==> src/include/cpu_defs.svh <==
`ifndef CPU_DEFS_SVH
`define CPU_DEFS_SVH

// Datapath and address width
`define CPU_XLEN 32

// Register file address width
`define CPU_REG_AW 5

// Instruction memory geometry, in words
`define CPU_IMEM_WORDS 64
`define CPU_IMEM_AW 6

// Data memory geometry, in words
`define CPU_DMEM_WORDS 32
`define CPU_DMEM_AW 5

// First fetch address after reset
`define CPU_RESET_PC 32'h0000_0000

`endif

==> src/design/instr_mem.sv <==
`include "cpu_defs.svh"

module instr_mem (
    input  logic                    clk_i,
    input  logic                    prog_we_i,
    input  logic [`CPU_IMEM_AW-1:0] prog_addr_i, // Word index
    input  logic [`CPU_XLEN-1:0]    prog_data_i,
    input  logic [`CPU_XLEN-1:0]    pc_i,
    output logic [`CPU_XLEN-1:0]    instr_o
);

    logic [`CPU_XLEN-1:0]    mem [`CPU_IMEM_WORDS];
    logic [`CPU_IMEM_AW-1:0] fetch_idx;

    // Program port loads words at any time, reset or not
    always_ff @(posedge clk_i) begin
        if (prog_we_i) begin
            mem[prog_addr_i] <= prog_data_i;
        end
    end

    // Byte address to word index, wrapping at the depth
    assign fetch_idx = pc_i[`CPU_IMEM_AW+1:2];
    assign instr_o   = mem[fetch_idx];

endmodule

==> config.mk <==
export PLATFORM = sky130hd
export DESIGN_NAME = instr_mem
export DESIGN_NICKNAME = d
export VERILOG_FILES = /design/src/design/instr_mem.sv
export VERILOG_INCLUDE_DIRS = /design/src /design/src/include
export SDC_FILE = /design/constraint.sdc
export NUM_CORES = 2
export LEC_CHECK = 0
export BUFFER_PORTS_ARGS = -buffer_cell sky130_fd_sc_hd__buf_4
export CAP_MARGIN = 10
export CORE_ASPECT_RATIO = 1.1
export CORE_MARGIN = 4
export CORE_UTILIZATION = 50
export CTS_CLUSTER_DIAMETER = 60
export DETAILED_ROUTE_END_ITERATION = 7
export PLACE_DENSITY = 0.67
export RECOVER_POWER = 25
export SLEW_MARGIN = 20
export SYNTH_ARGS = -nofsm -noshare
export SYNTH_HDL_FRONTEND = slang
export SYNTH_SLANG_ARGS = --single-unit
==> constraint.sdc <==
create_clock -name clk_i -period 4.9 [get_ports clk_i]
set_clock_uncertainty 0.05 [all_clocks]
set_input_delay 0.98 -clock clk_i [delete_from_list [all_inputs] [get_ports clk_i]]
set_output_delay 0.98 -clock clk_i [all_outputs]
set_load 0.02 [all_outputs]
== After elaboration in Yosys (flattened, before gate mapping) ==
Memory sizes are Yosys's and may differ from the RTL's.
Cells that the tools add are included.
W data, S select, Z words.

* Output and inout port bits: 32
* Register bits after elaboration: 0
* Logic and storage cells: 3
* Bits of input ports: 72
* Memories: 1
* Bits in writable memories: 2048

* Multiplexer cells: 2

{| class="wikitable"
|+ Memories
! memory !! depth !! width !! rd ports !! clocked after memory_dff !! wr ports !! RTL line !! text
|-
| mem || 64 || 32 || 1 || 0 || 1 || instr_mem.sv:12 || <nowiki>logic [`CPU_XLEN-1:0] mem [`CPU_IMEM_WORDS];</nowiki>
|}

{| class="wikitable"
|+ Operator list
! operator !! number
|-
| $mux W1 || 2
|}

== Logic depth before layout (Yosys ltp) ==
* Depth in word-level cells: 2
* Mapped depth: 10
* Mapped depth without buffers: 5

== Least setup slack after synthesis ==
Ideal clock, no wire load.

* Path kind: input -> register
* Start point: input port prog_addr_i[3]
* End point: memory mem[48][0] (netlist name), enable pin
* Required time: 4.389 ns
* Path buffers: 1
* Cell stages on the path: 4
* Data arrival time: 3.679 ns
* Path slack: 0.710 ns
* Cells stage by stage: clkbuf_1 nor2b_1 nand4b_1 nor3_1

{| class="wikitable"
|+ RTL lines
! element !! RTL line !! text
|-
| start: declaration || instr_mem.sv:6 || <nowiki>input logic [`CPU_IMEM_AW-1:0] prog_addr_i,</nowiki>
|-
| end: declaration || instr_mem.sv:12 ||
|}

Straight into the memory's write port.

== Worst setup path in the final report ==
* Start point: input port pc_i[2]
* End point: output port instr_o[28]

* Cells in the longest elaborated chain, start to end: 1

{| class="wikitable"
|+ Ends and longest elaborated chain
! element !! RTL line !! text
|-
| start: declaration || instr_mem.sv:8 || <nowiki>input logic [`CPU_XLEN-1:0] pc_i,</nowiki>
|-
| $mem_v2 Z64 W32 || - ||
|-
| end: declaration || instr_mem.sv:9 || <nowiki>output logic [`CPU_XLEN-1:0] instr_o</nowiki>
|}

Every way passes these cells.

==> summary.txt <==
Placement
  – Area post-placement: 0.0828 sq mm
  – # placed instances: 5474
  – Port-buffer cells: 77
  – Routability Congestion: 0.787
  – Half-perimeter wire length after detailed placement: 110000 microns

Floorplanning
  – Vert. Die Dim: 422 microns
  – Standard-cell rows: 151
  – Initial core utilization: 50.5%
  – Die Width: 384 microns
  – Top-Level Pins: 104
  – Core ar.: 0.154 sq mm
  – Die Outline Area: 0.162 sq mm

Min path
  – Startpoint of the worst hold path: prog_data_i[1]
  – Worst hold path depth: 1
  – Class of the tightest hold or removal check: input port to flop
  – Worst hold endpoint: mem[5][1]$_DFFE_PP_

STA
  – Max Clk Rate: 211 MHz
  – Final count of hold timing violations: 0
  – Slew Limit Headroom: -85.4%
  – Unrepaired setup endpoints after global routing: false
  – Period utilization: 96.6%
  – Max-slew violations: 1495
  – Least-Margin Pin Slew: 2780 ps
  – Total negative setup slack: 0 ps
  – Final setup violation count: 0
  – Minimum hold slack: 664 ps
  – Min Tclk post-route: 4730 ps

Drt
  – Drc violations: 0
  – Via-per-instance ratio: 6.32
  – Total Routed Length: 190000 microns
  – Detailed-route wire length per cell: 32.6 microns
  – Count of vias placed by the detailed router: 36900
  – Initial drt markers: 4452
  – Antenna Nets Post-Route: 0
  – Pre-Repair DR Iteration Count: 5

Setup path
  – Worst setup path category: input port to output port
  – CP Launch Type: input port
  – Maximum fanout along the worst path: 19
  – Arrival @ worst endpoint: 3700 ps
  – Crit end category: output port
  – Endpoint required time on the critical path: 3870 ps
  – Startpoint of the worst setup timing path: pc_i[2]

CTS
  – Number of buffers on the longest clock path: 3
  – Number of levels in the clock H-tree: 4
  – CTS tree: done
  – Hold Buf Count CTS: 0
  – Number of buffers inserted during clock tree synthesis: 193
  – Root Driver: sky130_fd_sc_hd__clkbuf_16
  – Clock sink count: 2048
  – Number of cells upsized or downsized after cts: 0
  – Post-CTS setup-driven buffer insertion count: 0
  – Worst-path clk slew: 60 ps

Layout
  – # fillers: 11000
  – Non-filler cells in the finished layout: 5830
  – Number of nets in the layout: 3676
  – Commonest non-fill, non-tap cell in the layout: sky130_fd_sc_hd__edfxtp_1
  – Cell area after layout: 0.0886 sq mm
  – Post-route core utilization: 57.4%
  – Top Registers: mem x2048
  – Number of flip-flops under the largest register name: 2048
  – Multi-input gate area: 0.0160 sq mm
  – Register cell area after layout: 0.0615 sq mm
  – Reg with most FFs: mem
  – Leading cell types in the layout, fill and taps excluded: 2048 x sky130_fd_sc_hd__edfxtp_1, 544 x sky130_fd_sc_hd__mux4_2, 234 x sky130_fd_sc_hd__buf_4
  – Area growth from synthesis to layout: 13.7%
  – Ratio of cells with drive above 1 in the final layout: 30.4%

GRT
  – Largest net degree at the start of global routing: 65
  – Antenna violations before repair: 16
  – Wire length of the first global-routing pass: 273000 microns
  – Vias in the first global route: 37100
  – Overall routing resource usage: 23.7%
  – Global route total overflow: 0

Synth
  – Sequential area share after synthesis: 79.0%
  – Number of distinct library cell variants in the gate-level netlist after synthesis: 33
  – Count of state elements after synthesis: 2048
  – Post-Syn Area: 0.0779 sq mm
  – Mean instance size in the synthesized netlist: 23.7 sq um
  – Synthesized Nets: 3364
  – Total number of yosys warnings: 0
  – Gate Count Post-Synth: 3292

Status
  – Failing checks: max-capacitance violations, max-slew violations
  – Outcome: finished with violations

Pwr
  – Worst supply voltage drop on vdd: 0.424 mV
  – Lkg Pwr: 0.0275 uW
  – Pwr dens: 399 mW/mm^2

Job
  – Max-capacitance violation count: 23
==> stage by stage <==
| step | total power (uW) | setup WS [ps] |
|---|---|---|
| CTS | 35600 | 123 |
| detailed placement | 21700 | 123 |
| finish | 35300 | 165 |
| global route | 36400 | 81.3 |
| global placement | 21700 | 136 |
| floorplan | 20800 | 710 |
==> worst max-delay path by stage <==
stage	endpoint	slack (ps)
floorplan	mem[48][0]$_DFFE_PP_	710
global placement	instr_o[14]	140
detailed placement	instr_o[14]	120
CTS	instr_o[14]	120
global route	instr_o[14]	80
finish	instr_o[28]	170
==> synthesized netlist by cell type <==
library cell,n,area [sq um]
sky130_fd_sc_hd__or3_1,3,18.8
sky130_fd_sc_hd__buf_1,21,78.8
sky130_fd_sc_hd__a311oi_1,8,70.1
sky130_fd_sc_hd__nand3_1,5,25.0
sky130_fd_sc_hd__or3b_1,2,17.5
sky130_fd_sc_hd__clkbuf_1,74,278
sky130_fd_sc_hd__mux4_2,544,12300
sky130_fd_sc_hd__nand4_1,2,12.5
sky130_fd_sc_hd__or3b_2,3,26.3
sky130_fd_sc_hd__nor2b_1,15,93.8
sky130_fd_sc_hd__a21oi_1,62,310
sky130_fd_sc_hd__nand3b_1,5,37.5
sky130_fd_sc_hd__buf_6,5,56.3
sky130_fd_sc_hd__o22ai_1,84,526
sky130_fd_sc_hd__buf_2,57,285
sky130_fd_sc_hd__a31oi_1,1,6.26
sky130_fd_sc_hd__or2_1,1,6.26
sky130_fd_sc_hd__o32ai_1,4,35.0
sky130_fd_sc_hd__buf_4,25,188
sky130_fd_sc_hd__a41o_1,4,40.0
sky130_fd_sc_hd__mux2i_1,93,931
sky130_fd_sc_hd__or2_2,1,6.26
sky130_fd_sc_hd__and2_1,2,12.5
sky130_fd_sc_hd__or2_0,1,6.26
sky130_fd_sc_hd__edfxtp_1,2048,61500
sky130_fd_sc_hd__and3_1,4,25.0
sky130_fd_sc_hd__o221ai_1,27,236
sky130_fd_sc_hd__nand2b_1,8,50.1
sky130_fd_sc_hd__nor2_1,137,514
sky130_fd_sc_hd__nand4b_1,1,8.76
sky130_fd_sc_hd__nor3_1,7,35.0
sky130_fd_sc_hd__a22oi_1,12,90.1
sky130_fd_sc_hd__nand2_1,26,97.6
==> power breakdown <==
group | switching [uW] | internal, uW
sequential | 25.0 | 19400
combinational | 1140 | 731
clock | 6240 | 7760
total | 7410 | 27900
==> final cells by class <==
| class | count | area share, % |
|---|---|---|
| antenna | 9 | 0.0254 |
| clock buffer | 243 | 5.76 |
| clock inverter | 104 | 0.826 |
| multi-input combinational | 1062 | 18.0 |
| sequential | 2048 | 69.4 |
| tap | 2065 | 2.92 |
| timing repair buffer | 299 | 3.00 |
==> kinds of logic after synthesis <==
family	synth area share [%]
simple gates	1.28
compound gates	1.69
buf+inv	1.14
mux	16.9
flops	79.0
==> worst max-delay path, cell delays in order <==
cell                      delay [ps]
sky130_fd_sc_hd__buf_8           290
sky130_fd_sc_hd__buf_12          230
sky130_fd_sc_hd__buf_4           200
sky130_fd_sc_hd__mux4_2          520
sky130_fd_sc_hd__mux4_2          470
sky130_fd_sc_hd__o22ai_1         430
sky130_fd_sc_hd__nor2_1          310
sky130_fd_sc_hd__buf_4           240
==> metal layers <==
metal | GRT usage (%) | vias to the layer above | part of all wire [%]
li1 | - | 14800 | -
met1 | 34.7 | 20100 | 40
met2 | 37.0 | 1725 | 48
met3 | 4.76 | 279 | 9.2
met4 | 6.52 | 8 | 2.7
met5 | 0 | - | 0.031
(Power assumes the default switching activity.)
