[config.mk]
export PLATFORM = sky130hd
export DESIGN_NAME = pc_unit
export DESIGN_NICKNAME = d
export VERILOG_FILES = /design/src/design/cpu_pkg.sv /design/src/design/pc_unit.sv
export VERILOG_INCLUDE_DIRS = /design/src /design/src/include
export SDC_FILE = /design/constraint.sdc
export NUM_CORES = 1
export LEC_CHECK = 0
export ABC_AREA = 1
export BUFFER_PORTS_ARGS = -buffer_cell sky130_fd_sc_hd__buf_2
export CORE_ASPECT_RATIO = 1.5
export CORE_MARGIN = 2
export CORE_UTILIZATION = 29
export CTS_BUF_LIST = sky130_fd_sc_hd__clkbuf_16
export CTS_CLUSTER_SIZE = 10
export DETAILED_ROUTE_END_ITERATION = 6
export HOLD_SLACK_MARGIN = 0.1
export PLACE_DENSITY_LB_ADDON = 0.2
export SETUP_SLACK_MARGIN = 0.5
export SLEW_MARGIN = 20
export SYNTH_ARGS = -nofsm -noshare
export SYNTH_HDL_FRONTEND = slang
export SYNTH_SLANG_ARGS = --single-unit
[constraint.sdc]
create_clock -name clk_i -period 3.3 [get_ports clk_i]
set_input_delay 0 -clock clk_i [delete_from_list [all_inputs] [get_ports clk_i]]
set_output_delay 0 -clock clk_i [all_outputs]
set_load 0.005 [all_outputs]
[src/include/cpu_defs.svh]
`ifndef CPU_DEFS_SVH
`define CPU_DEFS_SVH

// Datapath and address width
`define CPU_XLEN 32

// Register file address width
`define CPU_REG_AW 5

// Instruction memory geometry, in words
`define CPU_IMEM_WORDS 64
`define CPU_IMEM_AW 6

// Data memory geometry, in words
`define CPU_DMEM_WORDS 32
`define CPU_DMEM_AW 5

// First fetch address after reset
`define CPU_RESET_PC 32'h0000_0000

`endif

[src/design/cpu_pkg.sv]
`include "cpu_defs.svh"

package cpu_pkg;

    // Major opcodes of the supported RV32I subset
    typedef enum logic [6:0] {
        OP     = 7'b0110011,
        OP_IMM = 7'b0010011,
        LOAD   = 7'b0000011,
        STORE  = 7'b0100011,
        BRANCH = 7'b1100011,
        JAL    = 7'b1101111,
        JALR   = 7'b1100111,
        LUI    = 7'b0110111
    } opcode_e;

    typedef enum logic [2:0] {
        ALU_ADD    = 3'd0,
        ALU_SUB    = 3'd1,
        ALU_AND    = 3'd2,
        ALU_OR     = 3'd3,
        ALU_XOR    = 3'd4,
        ALU_SLT    = 3'd5,
        ALU_PASS_B = 3'd6 // LUI passes the immediate through
    } alu_op_e;

    typedef enum logic [1:0] {
        ALU      = 2'd0,
        MEM      = 2'd1,
        PC_PLUS4 = 2'd2 // Link value for JAL and JALR
    } wb_sel_e;

    typedef struct packed {
        logic                   reg_write;
        logic                   mem_write;
        logic                   alu_src_imm; // Operand B from imm, not rs2
        logic                   branch;
        logic                   branch_ne;   // BNE rather than BEQ
        logic                   jump;
        logic                   jalr;
        alu_op_e                alu_op;
        wb_sel_e                wb_sel;
        logic [`CPU_REG_AW-1:0] rs1;
        logic [`CPU_REG_AW-1:0] rs2;
        logic [`CPU_REG_AW-1:0] rd;
        logic [`CPU_XLEN-1:0]   imm;
    } ctrl_t;

    // One record per retired instruction
    typedef struct packed {
        logic                   valid;
        logic [`CPU_XLEN-1:0]   pc;
        logic [`CPU_XLEN-1:0]   instr;
        logic                   reg_write;
        logic [`CPU_REG_AW-1:0] rd;
        logic [`CPU_XLEN-1:0]   wdata;
        logic                   mem_write;
        logic [`CPU_XLEN-1:0]   mem_addr;
        logic [`CPU_XLEN-1:0]   mem_wdata;
    } retire_t;

endpackage

[src/design/pc_unit.sv]
`include "cpu_defs.svh"

module pc_unit (
    input  logic                 clk_i,
    input  logic                 reset_i,
    input  cpu_pkg::ctrl_t       ctrl_i,
    input  logic                 take_branch_i,
    input  logic [`CPU_XLEN-1:0] alu_out_i,
    output logic [`CPU_XLEN-1:0] pc_o
);
    import cpu_pkg::*;

    logic [`CPU_XLEN-1:0] pc_q;
    logic [`CPU_XLEN-1:0] pc_plus4;
    logic [`CPU_XLEN-1:0] pc_target;
    logic [`CPU_XLEN-1:0] pc_next;

    assign pc_plus4  = pc_q + `CPU_XLEN'd4;
    assign pc_target = pc_q + ctrl_i.imm; // JAL and taken branches

    always_comb begin
        if (ctrl_i.jalr) begin
            pc_next = {alu_out_i[`CPU_XLEN-1:2], 2'b00}; // Word aligned jump
        end else if (ctrl_i.jump || take_branch_i) begin
            pc_next = pc_target;
        end else begin
            pc_next = pc_plus4;
        end
    end

    always_ff @(posedge clk_i) begin
        if (reset_i) begin
            pc_q <= `CPU_RESET_PC;
        end else begin
            pc_q <= pc_next;
        end
    end

    assign pc_o = pc_q;

    // Fetch must stay word aligned across all jumps and branches
    pc_aligned_a: assert property (@(posedge clk_i) disable iff (reset_i)
        pc_q[1:0] == 2'b00)
        else $error("PC misaligned: %h", pc_q);

endmodule

## Yosys cells after proc, flatten, opt, wreduce, memory -nomap -nowiden

Index checks and enable logic that the tools add are counted.
W data, S select, Z words.

- Add/subtract/negate cells: 2
- Multiplexer cells: 2
- Reduce and logical (&&, ||, !) cells: 2

Operator list:

| operator | number |
|---|---|
| $mux W32 | 2 |
| $add A32 B3 Y32 const B | 1 |
| $add A32 B32 Y32 | 1 |
| $reduce_or A2 Y1 | 1 |
| $logic_or A1 B1 Y1 | 1 |

- Register bits: 32
- Bits of input ports: 94
- Output and inout bits: 32

## Depth between registers and ports, before layout

- Depth after elaboration: 3
- Gate-level depth with buffers: 12
- Depth with buffers taken out: 12

## Least setup slack after synthesis

OpenSTA, ideal clock, no wires.

- Path kind: reg2reg
- Start point: reg (tool-made name)
- End point: reg pc_q[14] (netlist: pc_o[14])
- Library setup time: 0.109 ns
- Arrival time: 1.656 ns
- Data required time: 3.191 ns
- Setup slack: 1.535 ns
- Cell stages (with the launch flop): 12
- Buffers on the path: 0
- Cell sequence: dfxtp_1 -> ha_1 -> fa_1 -> nand2_1 -> nand3_1 -> nand2_1 -> nand2_1 -> or2_0 -> nand3_1 -> nand3_1 -> nand2_1 -> inv_1

RTL lines:

| item | RTL line | text |
|---|---|---|
| end signal: assignment | pc_unit.sv:33 | `` pc_q <= `CPU_RESET_PC; `` |
| end signal: assignment | pc_unit.sv:35 | `pc_q <= pc_next;` |
| end: declaration | pc_unit.sv:13 | `` logic [`CPU_XLEN-1:0] pc_q; `` |

## Final worst setup path

- Start point: reg pc_q[6] (netlist: pc_o[6])
- End point: reg pc_q[23] (netlist: pc_o[23])

- Cells in the longest elaborated chain, start to end: 3
- Elaborated cells between the ends (all ways): 4
- Classes of those cells: add/sub: 2; mux: 2

RTL lines:

| item | RTL line | text |
|---|---|---|
| $add A32 B3 Y32 or $add A32 B32 Y32 (tied branches) | pc_unit.sv:18, pc_unit.sv:19 |  |
| $mux W32 * | pc_unit.sv:24 | `end else if (ctrl_i.jump \|\| take_branch_i) begin` |
| $mux W32 * | pc_unit.sv:22 | `if (ctrl_i.jalr) begin` |

Every way passes the cells marked *; elsewhere a longest branch is shown, timed or not.
A chain may end at the register's enable or synchronous reset.

==> qor_table.md <==
| Parameter | Value | Unit |
| --- | --- | --- |
| Port Buffers | 98 | - |
| Total routing resource utilization after global routing | 21.4 | % |
| Netlist area before placement | 4490 | um^2 |
| Max cap viols | 0 | - |
| Die W | 106 | um |
| Number of global-route vias before repair | 5285 | - |
| Pin count of the biggest net entering global routing | 32 | - |
| Distinct cells, synth | 35 | - |
| Power share of the combinational group | 47.1 | % |
| Largest driver fanout on the critical path | 7 | - |
| Reg2reg path depth | 12 | - |
| Gate count after technology mapping | 845 | - |
| Io pins | 126 | - |
| Launch point of the worst reg-to-reg path | pc_o[6] | - |
| Die ar. | 16500 | um^2 |
| Final standard cell utilization of the core | 37.3 | % |
| Post-Syn Area per Cell | 5.32 | um^2 |
| Placer congestion estimate | 0.902 | - |
| Detailed Routing Iterations Pass 1 | 5 | - |
| Number of DRC violations after detailed-routing iteration 0 | 216 | - |
| Clk network pwr share | 24.5 | % |
| Leak pwr | 3.11 | nW |
| Data arrival, critical path | 2.35 | ns |
| Via-to-Cell Ratio | 4.65 | - |
| Worst-case headroom to the max-slew limit | 25.7 | % |
| H-tree lvl count | 2 | - |
| Net switching power figure | 0.000776 | W |
| Worst VDD drop | 0.172 | mV |
| Highest attainable clock frequency | 468 | MHz |
| Global route overflow | 0 | - |
| Starting utilization of the core area | 29.7 | % |
| Die Y-Extent | 156 | um |
| Max reg flops | 30 | - |
| Status | finished clean | - |
| Source of the worst hold timing path | ctrl_i[0] | - |
| Antenna violations before repair | 0 | - |
| Layout cell share with drive strength beyond 1 | 13.9 | % |
| DR DRC count | 0 | - |
| Startpoint types | flip-flop | - |
| Setup repair after global routing missed its margin | false | - |
| Count of nets left with antenna violations after detail routing | 0 | - |
| Global-route wire length before repair | 27500 | um |
| Count of warnings emitted by yosys | 0 | - |
| Via count | 5452 | - |
| Number of hold violations in the final report | 0 | - |
| Slew of the pin with the lowest slew margin | 1.11 | ns |
| Endpoint type of the worst setup path | flip-flop | - |
| Worst reg2reg path endpoint | pc_o[23] | - |
| Leading post-synthesis cells by cell area | nand2_1 25%, dfxtp_1 14%, inv_1 12% | - |
| Type of the most critical hold path | primary input to flip-flop | - |
| WS Path Type | flip-flop to flip-flop | - |
| Max-slew violation count | 0 | - |
| Post-Syn Nets | 972 | - |
| Setup tns final | 0 | ns |
| Worst hold path depth | 4 | - |
| Top-area cell type share of the netlist area | 25.4 | % |
| Sum of net half-perimeters after detailed placement | 14700 | um |
| Signed area change from the synthesized netlist to the final layout | 25.8 | % |
| Overall power of the completed layout | 0.00179 | W |
| Total power per unit cell area | 317 | nW/um^2 |
| CTS clk-pin slew, worst paths | 0.05 | ns |
| Yosys top cell by area | nand2_1 | - |
| Worst-case register-to-register setup slack | 1.16 | ns |
| Fin Clk Skew | 0.00268 | ns |
| Nets@finish | 1100 | - |
| Root buffer selected by CTS | clkbuf_16 | - |
| Ys flop type | dfxtp_1 | - |
| Shortest period the worst path allows | 2.14 | ns |
| Required arrival time at the worst endpoint | 3.51 | ns |
| Leading cell type by number of instances after synthesis | nand2_1 | - |
| Fraction of power spent switching nets | 43.3 | % |
| Launch point of the worst path | pc_o[6] | - |
| Final count of negative-setup-slack endpoints | 0 | - |
| Synth cell count leaders | 304 x nand2_1, 143 x inv_1, 77 x nor2_1 | - |
| Int Pwr | 0.00102 | W |
| Seq pwr share | 28.4 | % |
| Maximum clock insertion buffer count | 2 | - |
| TritonCTS clock tree | built | - |
| Clock latency at the later pin of the worst-skew pair | 0.28 | ns |
| EDFF count, synth | 0 | - |
| Number of CTS-inserted buffers | 5 | - |
| Detailed-route wire length | 17500 | um |
| Post-synth ARST share | 0 | % |
| Portion of the post-synthesis area used by sequential elements | 14.3 | % |
| Std cell rows | 55 | - |
| Final design instance area without fill | 5650 | um^2 |
| WL per Instance | 14.9 | um |
| Cell area reported after detailed placement | 5210 | um^2 |
| Sinks on the clock net | 32 | - |
| Number of register bits inferred by synthesis | 32 | - |
| Floorplan core area | 15100 | um^2 |
| Number of diodes added for antenna fixing | 0 | - |
| Period Utilization, post-route | 64.7 | % |
## logic make-up (layout without fill, tap and decap cells)
group | Yosys count | in the layout | share of synthesized area, %
and+or+nand+nor | 476 | 476 | 44.5
buffers and inverters | 160 | 288 | 13.9
adders and majority gates | 33 | 33 | 9.36
xor gates and xnor gates | 15 | 15 | 2.92
DFF | 32 | 32 | 14.3
AOI/OAI and AO/OA | 129 | 129 | 15.1
## worst max path at each step
stage                          end  depth (start not counted)
after floorplan           pc_o[14]                         11
after global placement    pc_o[24]                         11
after detailed placement  pc_o[24]                         11
after CTS                 pc_o[23]                         12
after global routing      pc_o[24]                         11
final                     pc_o[23]                         12
## per-layer routing
| layer | vias to the layer above | part of all wire [%] | global-route usage (%) |
|---|---|---|---|
| met3 | 31 | 3.7 | 2.58 |
| met4 | 0 | 3.7 | 7.33 |
| li1 | 2912 | - | - |
| met5 | - | 0 | 0 |
| met1 | 2368 | 41 | 23.9 |
| met2 | 141 | 51 | 41.1 |
## area by class of cell
class / instances / area (um^2)
fill: 1800 / 9490
multi-input combinational: 653 / 3230
timing repair buffer: 136 / 853
sequential: 32 / 641
inverter: 145 / 544
tap: 199 / 249
clock buffer: 5 / 125
clock inverter: 2 / 7.51
## stage by stage
stage | std cells | setup WS [ns] | hold WS, ns
global route | 1172 | 0.918 | 0.146
detailed placement | 1134 | 1.19 | 0.284
CTS | 1172 | 1.18 | 0.103
floorplan | 845 | 1.53 | 0.148
global placement | 1134 | 1.21 | 0.281
finish | 1172 | 1.16 | 0.0948
## cell usage in the layout, fill, tap and decap left out, types with 5 or more instances in the layout
master / Yosys / routed
nor2_1: 77 / 76
a31oi_1: 8 / 8
dfxtp_1: 32 / 32
nand2_1: 304 / 304
ha_1: 32 / 32
nand3b_1: 12 / 12
nand4_1: 5 / 5
dlygate4sd3_1: 0 / 31
buf_4: 1 / 7
o21ai_0: 46 / 46
nand3_1: 48 / 48
xnor2_1: 7 / 7
nor3_1: 7 / 7
buf_2: 7 / 98
xor2_1: 8 / 8
nor2_2: 7 / 8
a21oi_1: 66 / 66
inv_1: 143 / 143
clkbuf_16: 0 / 5
## repair_timing
item / CTS / global route
setup buffers: 0 / 0
gates resized for setup: 0 / 0
hold buffers: 31 / 0
endpoints found under the hold margin: 32 / 0
## power by group through the flow
| stage | clock (W) | combinational [W] | sequential [W] |
|---|---|---|---|
| 2_1_floorplan | 0 | 0.000538 | 0.000483 |
| 3_3_place_gp | 0 | 0.000815 | 0.000517 |
| 3_5_place_dp | 0 | 0.000819 | 0.000517 |
| 4_1_cts | 0.000449 | 0.000850 | 0.000509 |
| 5_1_grt | 0.000469 | 0.000955 | 0.000514 |
| 6_report | 0.000439 | 0.000845 | 0.000509 |
## worst max-delay path, cell delays in order (launching register included)
cell and delay, ns:
dfxtp_1 0.49, ha_1 0.34, nand2_1 0.17, inv_1 0.07, a21oi_1 0.14, nand2_1 0.11
nand2_1 0.10, nand2_2 0.09, nand2_1 0.09, nand2_1 0.05, nand2_1 0.05, nand3_1 0.15
a21oi_1 0.20
(Power assumes the default switching activity.)
