`config.mk`:
```
export PLATFORM = sky130hd
export DESIGN_NAME = reg_alu
export DESIGN_NICKNAME = d
export VERILOG_FILES = /design/src/design/cpu_pkg.sv /design/src/design/reg_alu.sv
export VERILOG_INCLUDE_DIRS = /design/src /design/src/include
export SDC_FILE = /design/constraint.sdc
export NUM_CORES = 2
export LEC_CHECK = 0
export BUFFER_PORTS_ARGS = -buffer_cell sky130_fd_sc_hd__buf_2
export CELL_PAD_IN_SITES_DETAIL_PLACEMENT = 0
export CELL_PAD_IN_SITES_GLOBAL_PLACEMENT = 1
export CORE_MARGIN = 4
export CORE_UTILIZATION = 52
export DETAILED_ROUTE_END_ITERATION = 12
export PLACE_DENSITY_LB_ADDON = 0.05
export RECOVER_POWER = 25
export SLEW_MARGIN = 15
export SYNTH_ARGS = -nofsm -noshare
export SYNTH_HDL_FRONTEND = slang
export SYNTH_SLANG_ARGS = --single-unit
```
`constraint.sdc`:
```
create_clock -name clk_i -period 7.5 [get_ports clk_i]
set_input_delay 0 -clock clk_i [delete_from_list [all_inputs] [get_ports clk_i]]
set_output_delay 0 -clock clk_i [all_outputs]
set_load 0.02 [all_outputs]
```
`src/include/cpu_defs.svh`:
```
`ifndef CPU_DEFS_SVH
`define CPU_DEFS_SVH

// Datapath and address width
`define CPU_XLEN 32

// Register file address width
`define CPU_REG_AW 5

// Instruction memory geometry, in words
`define CPU_IMEM_WORDS 64
`define CPU_IMEM_AW 6

// Data memory geometry, in words
`define CPU_DMEM_WORDS 32
`define CPU_DMEM_AW 5

// First fetch address after reset
`define CPU_RESET_PC 32'h0000_0000

`endif

```
`src/design/cpu_pkg.sv`:
```
`include "cpu_defs.svh"

package cpu_pkg;

    // Major opcodes of the supported RV32I subset
    typedef enum logic [6:0] {
        OP     = 7'b0110011,
        OP_IMM = 7'b0010011,
        LOAD   = 7'b0000011,
        STORE  = 7'b0100011,
        BRANCH = 7'b1100011,
        JAL    = 7'b1101111,
        JALR   = 7'b1100111,
        LUI    = 7'b0110111
    } opcode_e;

    typedef enum logic [2:0] {
        ALU_ADD    = 3'd0,
        ALU_SUB    = 3'd1,
        ALU_AND    = 3'd2,
        ALU_OR     = 3'd3,
        ALU_XOR    = 3'd4,
        ALU_SLT    = 3'd5,
        ALU_PASS_B = 3'd6 // LUI passes the immediate through
    } alu_op_e;

    typedef enum logic [1:0] {
        ALU      = 2'd0,
        MEM      = 2'd1,
        PC_PLUS4 = 2'd2 // Link value for JAL and JALR
    } wb_sel_e;

    typedef struct packed {
        logic                   reg_write;
        logic                   mem_write;
        logic                   alu_src_imm; // Operand B from imm, not rs2
        logic                   branch;
        logic                   branch_ne;   // BNE rather than BEQ
        logic                   jump;
        logic                   jalr;
        alu_op_e                alu_op;
        wb_sel_e                wb_sel;
        logic [`CPU_REG_AW-1:0] rs1;
        logic [`CPU_REG_AW-1:0] rs2;
        logic [`CPU_REG_AW-1:0] rd;
        logic [`CPU_XLEN-1:0]   imm;
    } ctrl_t;

    // One record per retired instruction
    typedef struct packed {
        logic                   valid;
        logic [`CPU_XLEN-1:0]   pc;
        logic [`CPU_XLEN-1:0]   instr;
        logic                   reg_write;
        logic [`CPU_REG_AW-1:0] rd;
        logic [`CPU_XLEN-1:0]   wdata;
        logic                   mem_write;
        logic [`CPU_XLEN-1:0]   mem_addr;
        logic [`CPU_XLEN-1:0]   mem_wdata;
    } retire_t;

endpackage

```
`src/design/reg_alu.sv`:
```
`include "cpu_defs.svh"

module reg_alu (
    input  logic                 clk_i,
    input  logic                 reset_i,
    input  cpu_pkg::ctrl_t       ctrl_i,
    input  logic [`CPU_XLEN-1:0] pc_i,
    input  logic [`CPU_XLEN-1:0] mem_rdata_i,
    output logic [`CPU_XLEN-1:0] alu_out_o,
    output logic [`CPU_XLEN-1:0] rs2_val_o,
    output logic                 take_branch_o,
    output logic [`CPU_XLEN-1:0] wb_data_o,
    output logic [`CPU_XLEN-1:0] a0_o
);
    import cpu_pkg::*;

    localparam int NUM_REGS = 1 << `CPU_REG_AW;

    logic [`CPU_XLEN-1:0] regs [NUM_REGS];
    logic [`CPU_XLEN-1:0] rs1_val;
    logic [`CPU_XLEN-1:0] rs2_val;
    logic [`CPU_XLEN-1:0] op_b;
    logic [`CPU_XLEN-1:0] alu_out;
    logic                 rs_eq;

    // Two combinational read ports
    assign rs1_val = regs[ctrl_i.rs1];
    assign rs2_val = regs[ctrl_i.rs2];

    assign op_b = ctrl_i.alu_src_imm ? ctrl_i.imm : rs2_val;

    always_comb begin
        case (ctrl_i.alu_op)
            ALU_ADD:    alu_out = rs1_val + op_b;
            ALU_SUB:    alu_out = rs1_val - op_b;
            ALU_AND:    alu_out = rs1_val & op_b;
            ALU_OR:     alu_out = rs1_val | op_b;
            ALU_XOR:    alu_out = rs1_val ^ op_b;
            ALU_SLT:    alu_out = {{(`CPU_XLEN-1){1'b0}}, $signed(rs1_val) < $signed(op_b)};
            ALU_PASS_B: alu_out = op_b;
            default:    alu_out = rs1_val + op_b;
        endcase
    end

    // BEQ and BNE share one comparator
    assign rs_eq         = (rs1_val == rs2_val);
    assign take_branch_o = ctrl_i.branch && (ctrl_i.branch_ne ? !rs_eq : rs_eq);

    always_comb begin
        case (ctrl_i.wb_sel)
            ALU:      wb_data_o = alu_out;
            MEM:      wb_data_o = mem_rdata_i;
            PC_PLUS4: wb_data_o = pc_i + `CPU_XLEN'd4;
            default:  wb_data_o = alu_out;
        endcase
    end

    always_ff @(posedge clk_i) begin
        if (reset_i) begin
            for (int i = 0; i < NUM_REGS; i++) begin
                regs[i] <= '0;
            end
        end else if (ctrl_i.reg_write && (ctrl_i.rd != '0)) begin // x0 never written
            regs[ctrl_i.rd] <= wb_data_o;
        end
    end

    assign alu_out_o = alu_out;
    assign rs2_val_o = rs2_val; // Store data
    assign a0_o      = regs[10];

    // Entry 0 keeps its reset value for the whole run
    x0_zero_a: assert property (@(posedge clk_i) disable iff (reset_i)
        regs[0] == '0)
        else $error("x0 holds %h", regs[0]);

endmodule

```
; Yosys cells after proc, flatten, opt, wreduce, memory -nomap -nowiden
; Memory sizes are Yosys's and may differ from the RTL's.
; Index checks and enable logic that the tools add are counted.
[classes]
n_addsub = 3
n_lt_le_gt_ge = 1
n_eq_ne = 9
mux = 12
bitwise = 3
reduce_logical = 5
[op_table]
columns = op, count
row1 = $pmux 32 s6, 1
row2 = $mux 32, 2
row3 = $pmux 32 s2, 1
row4 = $add 32x3->32 const B, 1
row5 = $add 32x32->32, 1
row6 = $and 32x32->32, 1
row7 = $eq 32x32->1, 1
row8 = $lt 32x32->1, 1
row9 = $or 32x32->32, 1
row10 = $reduce_or 32->1, 1
row11 = $sub 32x32->32, 1
row12 = $xor 32x32->32, 1
row13 = $eq 3x3->1 const B, 3
row14 = $mux 1, 7
row15 = $eq 3x2->1 const B, 2
row16 = $mux 5, 1
row17 = $reduce_bool 5->1, 1
row18 = $eq 3x1->1 const B, 1
row19 = $eq 2x1->1 const B, 1
row20 = $eq 2x2->1 const B, 1
row21 = $logic_and 1x1->1, 2
row22 = $logic_not 1->1, 1
[totals]
ff_bits = 0
ramBits = 1024
input_bits = 125
output_inout_bits = 129
wordCells = 34
n_memories = 1
[mem_list]
columns = name, words, word_bits, rd, rd_clocked_by_memory_dff, write_ports, line_no
row1 = regs, 32, 32, 3, 0, 32, reg_alu.sv:19  ; logic [`CPU_XLEN-1:0] regs [NUM_REGS];

; Longest topological paths before layout
[depth]
ltp_word = 7
mapped_depth = 28
mapped_depth_nobuf = 19

; Least setup slack after synthesis
; No wires, ideal clock.
[synth_timing]
kind = input -> register
startpoint = input ctrl_i[37] (netlist name)
endpoint = memory regs[10][21] (netlist name), data pin
setup_time_ns = 0.265
arrival_ns = 5.896
required_ns = 7.235
slack_ns = 1.339
path_stages = 26
n_path_buf = 7
path_cell_list = buf_4 buf_6 buf_4 buf_2 buf_2 buf_2 mux4_2 mux4_2 mux2_2 mux2_2 inv_1 ha_1 inv_1 o21bai_1 a21o_1 a21o_1 a21o_1 a221oi_1 o31ai_1 o221a_2 or3_1 o311ai_1 a21oi_1 o21ai_1 buf_2 nor2_1
[synth_rtl]
columns = element, line_no
row1 = from (decl), reg_alu.sv:6  ; input cpu_pkg::ctrl_t ctrl_i,
row2 = to (decl), reg_alu.sv:19

==> out/qor.yml <==
outcome: "finished, violations left"
failed_checks: "capacitance limit, slew limit"
die_y_um: 350
worst_slew_pin_slew_ns: 3.61
drc: 0
max_clock_freq_mhz: 142
dp_hpwl_um: 147000
criticalPathCategory: "in2reg"
ant_nets: 0
largest_register: "regs"
period_needed_ns: 7.04
yosysWarnings: 0
worstPathCellList: "dlygate4sd3_1, clkbuf_1, clkbuf_1, nand2b_1, nor4_1, clkbuf_1, nand2_2, clkbuf_2, nand2b_2, buf_4"
setup-tns-final_ns: 0
die-width_um: 350
wl_per_cell_um: 36.5
largest_reg_flops: 1024
reg2reg_depth: 18
area_delta_synth_final_pct: 11.4
hold_start: "mem_rdata_i[5]"
path_clk_slew_ns: 0.06
cp.arrival_ns: 7.43
die-area_sq_mm: 0.122
required_ns: 7.88
critPathMaxFanout: 47
worstSetupEndpointType: "register"
holdWs_ns: 0.0543
reg2reg_to: "regs[6][30]$_SDFFCE_PN0P_"
htree_levels: 3
fillers: 9463
grt_max_degree: 48
synth_edf_count: 1024
syn_inst: 4593
rrSetupSlack_ns: 1.16
maxSlewHeadroom: -1.41
seq_area_sq_mm: 0.0307
multiInputGateArea_sq_mm: 0.0278
gr-total-overflow: 0
ys_seq_area_frac: 0.507
slew_violations: 267
firstDrtPassIters: 6
p_per_area_mw_per_mm2: 236
synthDistinctLibCells: 92
cts_made_buffers: 110
critPathMostFrequentCell: "clkbuf_1"
rsz0062_at_grt: "false"
track_usage: 0.379
cts_tree: "built"
ios: 254
synth_ff_type: "edfxtp_1"
ys_seq_elements: 1024
grt_pass1_vias: 43400
hp-class: "in2reg"
synthArstFlopShare: 0
clockBufferDepth: 3
period_share: 0.939
hold_violations: 0
post_cts_buffers: 0
p_leak_uw: 0.0251
via_per_inst: 6.98
cts_root_buf: "clkbuf_16"
finalSetupViolations: 0
max_stage_delay_ns: 2.61
clock-sinks: 1024
antenna_found_initial: 5
ir_drop_mv: 0.222
slowest_stage: "clkbuf_1"
fin_worst_skew_ns: 0.0366
critPathLaunchType: "input pin"
hold_end: "regs[10][5]$_SDFFCE_PN0P_"
syn_avg_cell_area_sq_um: 13.2
p_total_uw: 15900
dr.first_iter.drc_count: 6420
drt_wl_total_um: 233000
nets: 4979
clk_latency_ns: 0.73
synth.cell_area_sq_mm: 0.0607
max-cap-violations: 10
vias: 44400
r2r-start: "regs[10][10]$_SDFFCE_PN0P_"
drive_gt1_frac: 0.274
grt_pass1_wl_um: 324000
place.gp.congestion: 0.960
io_buffers: 250
row_count: 125
core-area_sq_mm: 0.116
reg.largest.list: "regs x1024"
whs_path_depth: 5
start_util: 0.523
## worst max-delay path: cells and delay by family
family                 cells  cell delay (ns)
buffers and inverters      6             6.24
and+or+nand+nor            4             1.08
## layout make-up
class	instances	area share
multi-input cells	2997	0.412
clock inverters	60	0.00774
flip-flops and latches	1024	0.455
diodes	4	0.000148
inverters	152	0.00848
clock buffers	143	0.0429
well taps	1524	0.0282
repair buffers	463	0.0458
## power by group
part | internal, uW | total, uW | switching [uW]
sequential | 6520 | 6640 | 112
clock | 2960 | 5290 | 2320
combinational | 1330 | 4020 | 2690
total | 10800 | 15900 | 5130
## how the worst max path moves through the flow
stage	startpoint	endpoint	slack (ns)	cells after the start
3_5_place_dp	ctrl_i[37]	regs[14][30]$_SDFFCE_PN0P_	1.00	20
3_3_place_gp	ctrl_i[37]	regs[12][30]$_SDFFCE_PN0P_	1.02	20
5_1_grt	regs[10][10]$_SDFFCE_PN0P_	wb_data_o[30]	0.23	19
4_1_cts	regs[10][17]$_SDFFCE_PN0P_	wb_data_o[30]	0.75	19
6_report	reset_i	regs[16][19]$_SDFFCE_PN0P_	0.46	10
2_1_floorplan	ctrl_i[37]	regs[10][21]$_SDFFCE_PN0P_	1.34	26
## cells by family after synthesis
logic type | share of synthesized area
simple gates | 0.108
buf+inv | 0.0427
mux | 0.250
other cells | 0.0000618
xor+xnor | 0.0114
compound gates | 0.0590
fa+ha+maj | 0.0219
flops | 0.507
## cell usage after synthesis, drive strengths merged (5+ instances only)
cell	number	area, sq um
a211oi	5	37.5
a21o	24	180
a21oi	151	771
a221o	36	360
a221oi	24	216
a22oi	44	335
a31o	5	43.8
a31oi	13	93.8
and2	8	50.1
and3	23	149
buf	201	1080
clkbuf	250	938
edfxtp	1024	30700
ha	106	1330
inv	148	556
mux2	44	495
mux2i	145	1450
mux4	587	13200
nand2	130	488
nand2b	43	269
nand3	40	200
nand4	23	144
nor2	943	3550
nor2b	10	62.6
nor3	214	1220
nor3b	9	67.6
nor4	20	161
o21a	8	61.3
o21ai	82	422
o21bai	25	199
o221ai	14	123
o22ai	11	68.8
o31a	6	52.6
o31ai	15	118
or2	7	43.8
or3	6	37.5
xnor2	45	394
xor2	34	298
## repair_timing
action,4_1_cts,5_1_grt
resized for setup,0,0
hold buffers,5,0
hold endpoints to repair,48,0
## layout by cell type, fill, tap and decap left out, types with 14 or more instances in the layout
cell type and instances:
a21o_1 24, a21oi_1 149, a221o_1 36, a221oi_1 17, a22oi_1 43, and3_1 22, buf_12 23, buf_2 209
buf_4 164, clkbuf_1 70, clkbuf_16 111, clkbuf_2 18, clkinv_1 27, clkinv_2 18, conb_1 32, edfxtp_1 1024
ha_1 104, inv_1 141, mux2_1 26, mux2_2 18, mux2i_1 144, mux4_2 587, nand2_1 104, nand2_2 26
nand2b_1 21, nand2b_2 18, nand3_1 39, nand4_1 23, nor2_1 937, nor3_1 185, nor3_2 29, nor4_1 18
o21ai_0 59, o21ai_2 16, o21bai_1 24, o221ai_1 14, o31ai_1 14, xnor2_1 45, xor2_1 34
## per-layer routing
metal | share of wire | GRT usage | vias up
met5 | 0 | 0 | -
met4 | 0.056 | 0.182 | 0
met3 | 0.12 | 0.0833 | 543
met2 | 0.46 | 0.590 | 3147
met1 | 0.36 | 0.512 | 22800
li1 | - | - | 17900
## metrics by stage
stage,cells,setup slack (ns),instance area (sq um),util
after floorplan,4624,1.34,60800,-
after global placement,6155,1.02,64300,0.554
after detailed placement,6155,1.00,64300,0.554
after CTS,6363,0.748,67700,0.584
after global routing,6363,0.230,67600,0.582
final,6367,0.458,67600,0.583
Power figures use the tool's default switching activity.
