File: src/include/cpu_defs.svh
`ifndef CPU_DEFS_SVH
`define CPU_DEFS_SVH

// Datapath and address width
`define CPU_XLEN 32

// Register file address width
`define CPU_REG_AW 5

// Instruction memory geometry, in words
`define CPU_IMEM_WORDS 64
`define CPU_IMEM_AW 6

// Data memory geometry, in words
`define CPU_DMEM_WORDS 32
`define CPU_DMEM_AW 5

// First fetch address after reset
`define CPU_RESET_PC 32'h0000_0000

`endif

File: src/design/data_mem.sv
`include "cpu_defs.svh"

module data_mem (
    input  logic                 clk_i,
    input  logic                 reset_i,
    input  logic                 we_i,
    input  logic [`CPU_XLEN-1:0] addr_i,  // Byte address
    input  logic [`CPU_XLEN-1:0] wdata_i,
    output logic [`CPU_XLEN-1:0] rdata_o
);

    logic [`CPU_XLEN-1:0]    mem [`CPU_DMEM_WORDS];
    logic [`CPU_DMEM_AW-1:0] word_idx;

    // Low two bits dropped, upper bits wrap at the depth
    assign word_idx = addr_i[`CPU_DMEM_AW+1:2];

    always_ff @(posedge clk_i) begin
        if (reset_i) begin
            for (int i = 0; i < `CPU_DMEM_WORDS; i++) begin
                mem[i] <= '0;
            end
        end else if (we_i) begin
            mem[word_idx] <= wdata_i;
        end
    end

    assign rdata_o = mem[word_idx]; // Same-cycle read for LW

endmodule

File: config.mk
export PLATFORM = sky130hd
export DESIGN_NAME = data_mem
export DESIGN_NICKNAME = d
export VERILOG_FILES = /design/src/design/data_mem.sv
export VERILOG_INCLUDE_DIRS = /design/src /design/src/include
export SDC_FILE = /design/constraint.sdc
export NUM_CORES = 1
export LEC_CHECK = 0
export BUFFER_PORTS_ARGS = -buffer_cell sky130_fd_sc_hd__buf_2
export CAP_MARGIN = 20
export CORE_ASPECT_RATIO = 0.75
export CORE_UTILIZATION = 45
export CTS_CLUSTER_DIAMETER = 30
export DETAILED_ROUTE_END_ITERATION = 6
export REMOVE_ABC_BUFFERS = 1
export SYNTH_ARGS = -nofsm -noshare
export SYNTH_HDL_FRONTEND = slang
export SYNTH_SLANG_ARGS = --single-unit
File: constraint.sdc
create_clock -name clk_i -period 6 [get_ports clk_i]
set_input_delay 0.6 -clock clk_i [delete_from_list [all_inputs] [get_ports clk_i]]
set_output_delay 0.6 -clock clk_i [all_outputs]
set_load 0.05 [all_outputs]
# Word-level counts from Yosys, hierarchy flattened
# Memories as Yosys holds them, arrays and structs flattened.
# Cells that the tools add are included.
classes:
  n_mux: 8
  reduce_logical: 1
op_table:
  columns: ["op", "count"]
  rows:
  - ["$mux 32", 1]
  - ["$reduce_or 32->1", 1]
  - ["$mux 1", 6]
  - ["$mux 5", 1]
word_totals:
  output_inout_bits: 32
  ramBits: 1024
  mem_count: 1
  register_bits: 0
  wordCells: 10
mem_list:
  columns: ["name", "words", "word_bits", "rd", "rd_clocked_by_memory_dff", "write_ports", "line_no", "rtl"]
  rows:
  - ["mem", 32, 32, 1, 0, 32, "data_mem.sv:12", "logic [`CPU_XLEN-1:0] mem [`CPU_DMEM_WORDS];"]

# Longest topological paths before layout
# Gate-level depths: netlist of run 1.
logic_depth:
  depth_word: 5
  ltp_mapped: 8

# Worst setup path before layout of run 1
# No wires, ideal clock.
synth_timing:
  path_type: "input to output"
  from: "in addr_i[2]"
  to: "out rdata_o[21]"
  cell_stages: 8
  n_path_buf: 4
  required_time_ps: 5400
  arrival_time_ps: 2116
  path_slack_ps: 3284
  cell_sequence: "buf_6 > buf_6 > or4b_4 > buf_6 > buf_6 > o22ai_1 > nor4_1 > nand2_1"
synth_via:
  elab_chain_len: 1
synth_lines:
  columns: ["item", "line_no", "rtl"]
  rows:
  - ["from (decl)", "data_mem.sv:7", "input logic [`CPU_XLEN-1:0] addr_i,"]
  - ["$mem_v2 32x32", null, null]
  - ["to (decl)", "data_mem.sv:9", "output logic [`CPU_XLEN-1:0] rdata_o"]
# Every way passes these cells.

# Final worst setup path of run 1
layout_timing:
  from: "in addr_i[6]"
  to: "out rdata_o[3]"
# The elaborated chain is that of the path after synthesis.

==> metrics.md, run 1 <==
| Metric | Value |
|---|---|
| CP Capture Type | primary output |
| Post-CTS Hold Buffers | 0 |
| First-pass GRT wire length | 196 mm |
| Maximum clock insertion buffer count | 3 |
| Worst Path Arrival | 4.08 ns |
| P per Cell Area | 357 nW/µm² |
| Synth Instances | 3327 |
| Num CTS Buffers | 167 |
| Post-cts resize count | 0 |
| Min Tclk post-route | 4.68 ns |
| Die Ht | 281 µm |
| Slowest cell on crit path | nor4_1 |
| Fin nets | 3422 |
| Total track usage | 26.5% |
| Adder-Cell Fraction of Synth Area | 0% |
| Worst Tran Pin Value | 1.33 ns |
| Hold crit path type | input port to flip-flop |
| Total Wirelength | 139 mm |
| Slew Viols, Final | 0 |
| Initial antenna violation count | 21 |
| Yosys top cell area share | 66.0% |
| Top Registers | mem (1024) |
| Simple-Gate Fraction of Synth Area | 16.2% |
| Setup TNS | 0 ns |
| Seq/Total Area, Yosys | 66.0% |
| Status | completed |
| Syn-to-layout area delta | 15.9% |
| Core Rows | 101 |
| Max reg flops | 1024 |
| Largest register by flop count | mem |
| RSZ-0062 raised after global routing | false |
| Worst Hold Launch | wdata_i[17] |
| CP Class | input port to primary output |
| Leakage power | 20.3 nW |
| Vias in the first global route | 28000 |
| DRT Pass-1 Iters | 5 |
| Worst Path Required | 5.40 ns |
| CP max stage delay | 1.14 ns |
| Yosys cell types | 32 |
| Util after Layout | 53.0% |
| Die area | 105000 µm² |
| Post-Synth XOR/XNOR Area | 0% |
| Synth Area per Inst | 14.0 µm² |
| CTS tree | built |
| Fmax | 0.214 GHz |
| Mux contribution to synthesized area | 11.0% |
| PortBufs | 71 |
| IO Pins | 99 |
| Gr ovfl total | 0 |
| Max VDD drop | 0.285 mV |
| Worst path cell trace | buf_2 -> nand4b_1 -> buf_4 -> o22ai_1 -> nor4_1 -> nand2_1 -> buf_2 |
| CTS root buf | clkbuf_16 |
| Cell Area, Synth | 46600 µm² |
| Largest family of logic cells by synthesized area | simple AND/OR/NAND/NOR gates |
| Chip width | 373 µm |
| Pin count of the biggest net entering global routing | 95 |
| Synth Register Bits | 1024 |
| Synth Area in Compound Gates | 3.64% |
| Yosys warnings | 0 |
| Starting density of the core | 45.7% |
| DRC viols | 0 |
| Core area | 102000 µm² |
| # Post-CTS Setup Buffers | 0 |
| Synth top area cells | edfxtp_1 (66%), and2_1 (14%), mux2i_1 (11%) |
| Antenna-violating nets left | 0 |
| Fin crit share | 77.9% |
| Commonest non-fill, non-tap cells in the layout | and2_1 (1024), edfxtp_1 (1024), mux2i_1 (512) |
| Relative slew slack | 10.5% |
| Crit path launch type | input port |
| Dpl hpwl | 76.8 mm |
| Vias | 28200 |
| Routed WL per cell | 28.8 µm |
| CP max FO | 24 |
| Clock slew at reported path FFs | 0.05 ns |
| H-tree levels | 4 |
| # Max-Cap Violations | 0 |
| CP startpoint | addr_i[6] |
| Final Hold Viols | 0 |
| Clock sinks | 1024 |
| Endpoints failing setup | 0 |
| DR vias/cell | 5.83 |
| Yosys top cell by area | edfxtp_1 |
| Share of cells above drive strength 1 | 15.1% |
| Initial DRC count | 3496 |
| Routability cong. | 0.813 |
| CP dominant cell by count | buf_2 |
## stage by stage
step	area (µm²)	instances	hold WS [ns]	worst slack (ns)	power (mW)
floorplan	45100	3006	0.798	2.94	9.08
global route	53900	4833	0.481	1.47	19.7
finish	53900	4834	0.468	1.32	19.2
detailed placement	48100	4513	1.23	1.60	9.73
global placement	48100	4509	1.20	1.60	9.68
CTS	53800	4818	0.412	1.61	19.3
## worst paths after layout
kind / to / depth (start not counted)
setup / recovery: rdata_o[3] / 7
hold / removal: mem[7][17]$_SDFFCE_PN0P_ / 2
## final cells by class
cell class / instances / area, µm²
Antenna cell: 4 / 10.0
Clock buffer: 196 / 4420
Clock inverter: 109 / 1210
Fill cell: 8343 / 47900
Multi-Input combinational cell: 1982 / 14500
Sequential cell: 1024 / 30700
Tap cell: 1339 / 1680
Timing Repair Buffer: 180 / 1380
## per-layer routing
| layer | part of all wire [%] | wire length (µm) | up-vias | track usage [%] |
|---|---|---|---|---|
| li1 | - | - | 12200 | - |
| met2 | 44 | 61800 | 1389 | 40.0 |
| met1 | 43 | 59700 | 14300 | 37.6 |
| met4 | 2.6 | 3660 | 2 | 9.32 |
| met5 | 0.0065 | 9 | - | 0 |
| met3 | 10 | 14100 | 249 | 6.04 |
## kinds of logic (layout without fill, tap and decap cells)
| logic type | count (synthesis) | in the layout |
|---|---|---|
| mux | 512 | 512 |
| other cells | 0 | 4 |
| compound gates | 256 | 256 |
| simple gates | 1214 | 1214 |
| flops | 1024 | 1024 |
| buf+inv | 321 | 485 |
## synthesized netlist by cell type
| library cell | count |
|---|---|
| and2_1 | 1024 |
| edfxtp_1 | 1024 |
| mux2i_1 | 512 |
| o22ai_1 | 241 |
| clkbuf_1 | 189 |
| buf_2 | 90 |
| nor4_1 | 64 |
| nand2_1 | 34 |
| or2_2 | 32 |
| clkbuf_2 | 27 |
| nor2_1 | 25 |
| o22ai_2 | 15 |
| buf_4 | 9 |
| nand4bb_1 | 7 |
| buf_6 | 6 |
| nand4b_1 | 4 |
| nor2_4 | 3 |
| nor3_2 | 3 |
| or4b_1 | 3 |
| nand3b_1 | 2 |
| or3b_4 | 2 |
| nand2_2 | 1 |
| nand2b_1 | 1 |
| nand3_1 | 1 |
| nand4_1 | 1 |
| nand4b_2 | 1 |
| nor2_2 | 1 |
| nor3_1 | 1 |
| nor3b_2 | 1 |
| or3_1 | 1 |
| or4_1 | 1 |
| or4b_4 | 1 |
## where the power goes
group	total, mW	internal, mW	leakage, nW	switching [mW]
Sequential	8.36	8.26	9.74	0.102
Clock	9.62	6.23	2.72	3.39
Combinational	1.26	0.343	7.85	0.916
Total	19.2	14.8	20.3	4.41
## critical path: cells and delay by family
family,cells,cell delay (ns)
and+or+nand+nor,3,2.15
buffers and inverters,3,1.14
AOI/OAI and AO/OA,1,0.14
No activity file was read; power rests on OpenSTA's default activity.
==> inputs of run 2 (changes only) <==
==> constraint.sdc (replaced) <==
create_clock -name clk_i -period 4 [get_ports clk_i]
set_input_delay 0.4 -clock clk_i [delete_from_list [all_inputs] [get_ports clk_i]]
set_output_delay 0.4 -clock clk_i [all_outputs]
set_load 0.05 [all_outputs]
==> run 2 against run 1 <==
Total power rose by 53%. Clock-buffer cell count increased by 3. Clock power increased by 55%. Final area is 1.6% higher. Combinational power increased by 56%. Critical endpoint is now rdata_o[26]. Core utilization rose by 0.83 points. Largest cell class unchanged. Die area unchanged.
==> metrics.md, run 2 (synthesis gave the netlist of run 1 again) <==
| Metric | Value |
|---|---|
| Status | completed |
| Crit path launch type | input port |
| Fin nets | 3476 (+1.6%) |
| CP max stage delay | 0.94 ns (-0.20 ns) |
| Max reg flops | 1024 (unchanged) |
| Dpl ws | 0.467 ns (-1.14 ns) |
| DRC viols | 0 (unchanged) |
| Worst hold margin | 0.291 ns (-0.177 ns) |
| Initial DRC count | 3288 (-5.9%) |
| Commonest non-fill, non-tap cells in the layout | and2_1 (1024), edfxtp_1 (1024), mux2i_1 (512) |
| Share of cells above drive strength 1 | 17.0% (+1.9 points) |
| Worst path cell trace | buf_2 -> or4b_2 -> buf_4 -> o22ai_1 -> nor4_1 -> nand2_1 -> buf_2 |
| CP Class | input port to primary output |
| Clock sinks | 1024 (unchanged) |
| Initial antenna violation count | 20 (-4.8%) |
| CTS tree | built |
| Fin crit share | 92.7% |
| Worst Path Arrival | 3.31 ns (-0.77 ns) |
| # Post-CTS Setup Buffers | 0 (unchanged) |
| Slew Viols, Final | 0 (unchanged) |
| # Max-Cap Violations | 0 (unchanged) |
| Util after Layout | 53.8% (+0.83 points) |
| Total Wirelength | 138 mm (-0.75%) |
| Total power | 29.4 mW (+53%) |
| RSZ-0062 raised after global routing | false |
| Clock slew at reported path FFs | 0.06 ns (about the same) |
| Setup TNS | 0 ns (unchanged) |
| Worst Tran Pin Value | 1.15 ns (-0.181 ns) |
| CP max FO | 24 (unchanged) |
| CP Capture Type | primary output |
| Total track usage | 26.3% (-0.20 points) |
| P per Cell Area | 537 nW/µm² (+51%) |
| Endpoints failing setup | 0 (unchanged) |
| Post-CTS Hold Buffers | 0 (unchanged) |
| CTS root buf | clkbuf_16 |
| DRT Pass-1 Iters | 6 (+1) |
| First-pass GRT wire length | 196 mm (-0.13%) |
| Maximum clock insertion buffer count | 3 (unchanged) |
| Vias in the first global route | 28100 (+0.37%) |
| H-tree levels | 4 (unchanged) |
| Gr ovfl total | 0 (unchanged) |
| Final Hold Viols | 0 (unchanged) |
| Slowest cell on crit path | or4b_2 |
| Starting density of the core | 45.7% (unchanged) |
| Core area | 102000 µm² (unchanged) |
| CP dominant cell by count | buf_2 |
| Worst Path Required | 3.60 ns (-1.80 ns) |
| Vias | 28400 (+0.71%) |
| DR vias/cell | 5.79 (-0.67%) |
| Largest register by flop count | mem |
| Num CTS Buffers | 174 (+4.2%) |
| Routed WL per cell | 28.2 µm (-2.1%) |
| Max VDD drop | 0.306 mV (+7.1%) |
| Core Rows | 101 (unchanged) |
| Die Ht | 281 µm (unchanged) |
| Routability cong. | 0.825 (+1.4%) |
| Leakage power | 20.7 nW (+2.2%) |
| Relative slew slack | 23.3% (+13 points) |
| Setup slack after layout | 0.294 ns (-1.03 ns) |
| Post-cts resize count | 0 (unchanged) |
| Dpl hpwl | 79.2 mm (+3.1%) |
| IO Pins | 99 (unchanged) |
| Fmax | 0.270 GHz |
| Die area | 105000 µm² (unchanged) |
| Antenna-violating nets left | 0 (unchanged) |
| PortBufs | 71 (unchanged) |
| Syn-to-layout area delta | 17.7% |
| Chip width | 373 µm (unchanged) |
| Hold crit path type | input port to flip-flop |
| Pin count of the biggest net entering global routing | 52 (-45%) |
| Top Registers | mem (1024) |
| Min Tclk post-route | 3.71 ns |
## run 2: final timing paths
path | to | start | depth (start not counted)
worst max-delay path | rdata_o[26] | addr_i[2] | 7
worst min-delay path | mem[0][3]$_SDFFCE_PN0P_ | wdata_i[3] | 2
## run 2: cell type report
class	count	area, µm²
antenna	8	20.0
fill	8226	47100
clock buffer	199	4600
multi-input combinational	1982	14500
timing repair buffer	227	1950
tap	1339	1680
sequential	1024	30700
clock inverter	122	1300
## run 2: per-layer routing
layer / share of wire, % / global-route usage, % / vias to the layer above
met5: 0.025 / 0 / -
met4: 3.0 / 10.2 / 4
li1: - / - / 12300
met3: 9.3 / 5.71 / 285
met2: 45 / 40.5 / 1365
met1: 42 / 36.4 / 14400
## run 2: through the flow
| stage | cell area [µm²] | cells |
|---|---|---|
| finish | 54800 | 4901 |
| global route | 54800 | 4896 |
| CTS | 54700 | 4892 |
| detailed placement | 48900 | 4571 |
| global placement | 48800 | 4570 |
| floorplan | 45100 | 3006 |
## run 2: critical path, delay by kind of cell
kind / cells / cell delay [ns]
and+or+nand+nor: 3 / 1.79
buffers and inverters: 3 / 0.99
AOI/OAI and AO/OA: 1 / 0.09
## run 2: power by group
group,internal (mW),switching [mW],leakage (nW),total [mW]
registers,12.4,0.155,9.74,12.5
logic,0.577,1.39,8.15,1.96
clock network,9.66,5.25,2.85,14.9
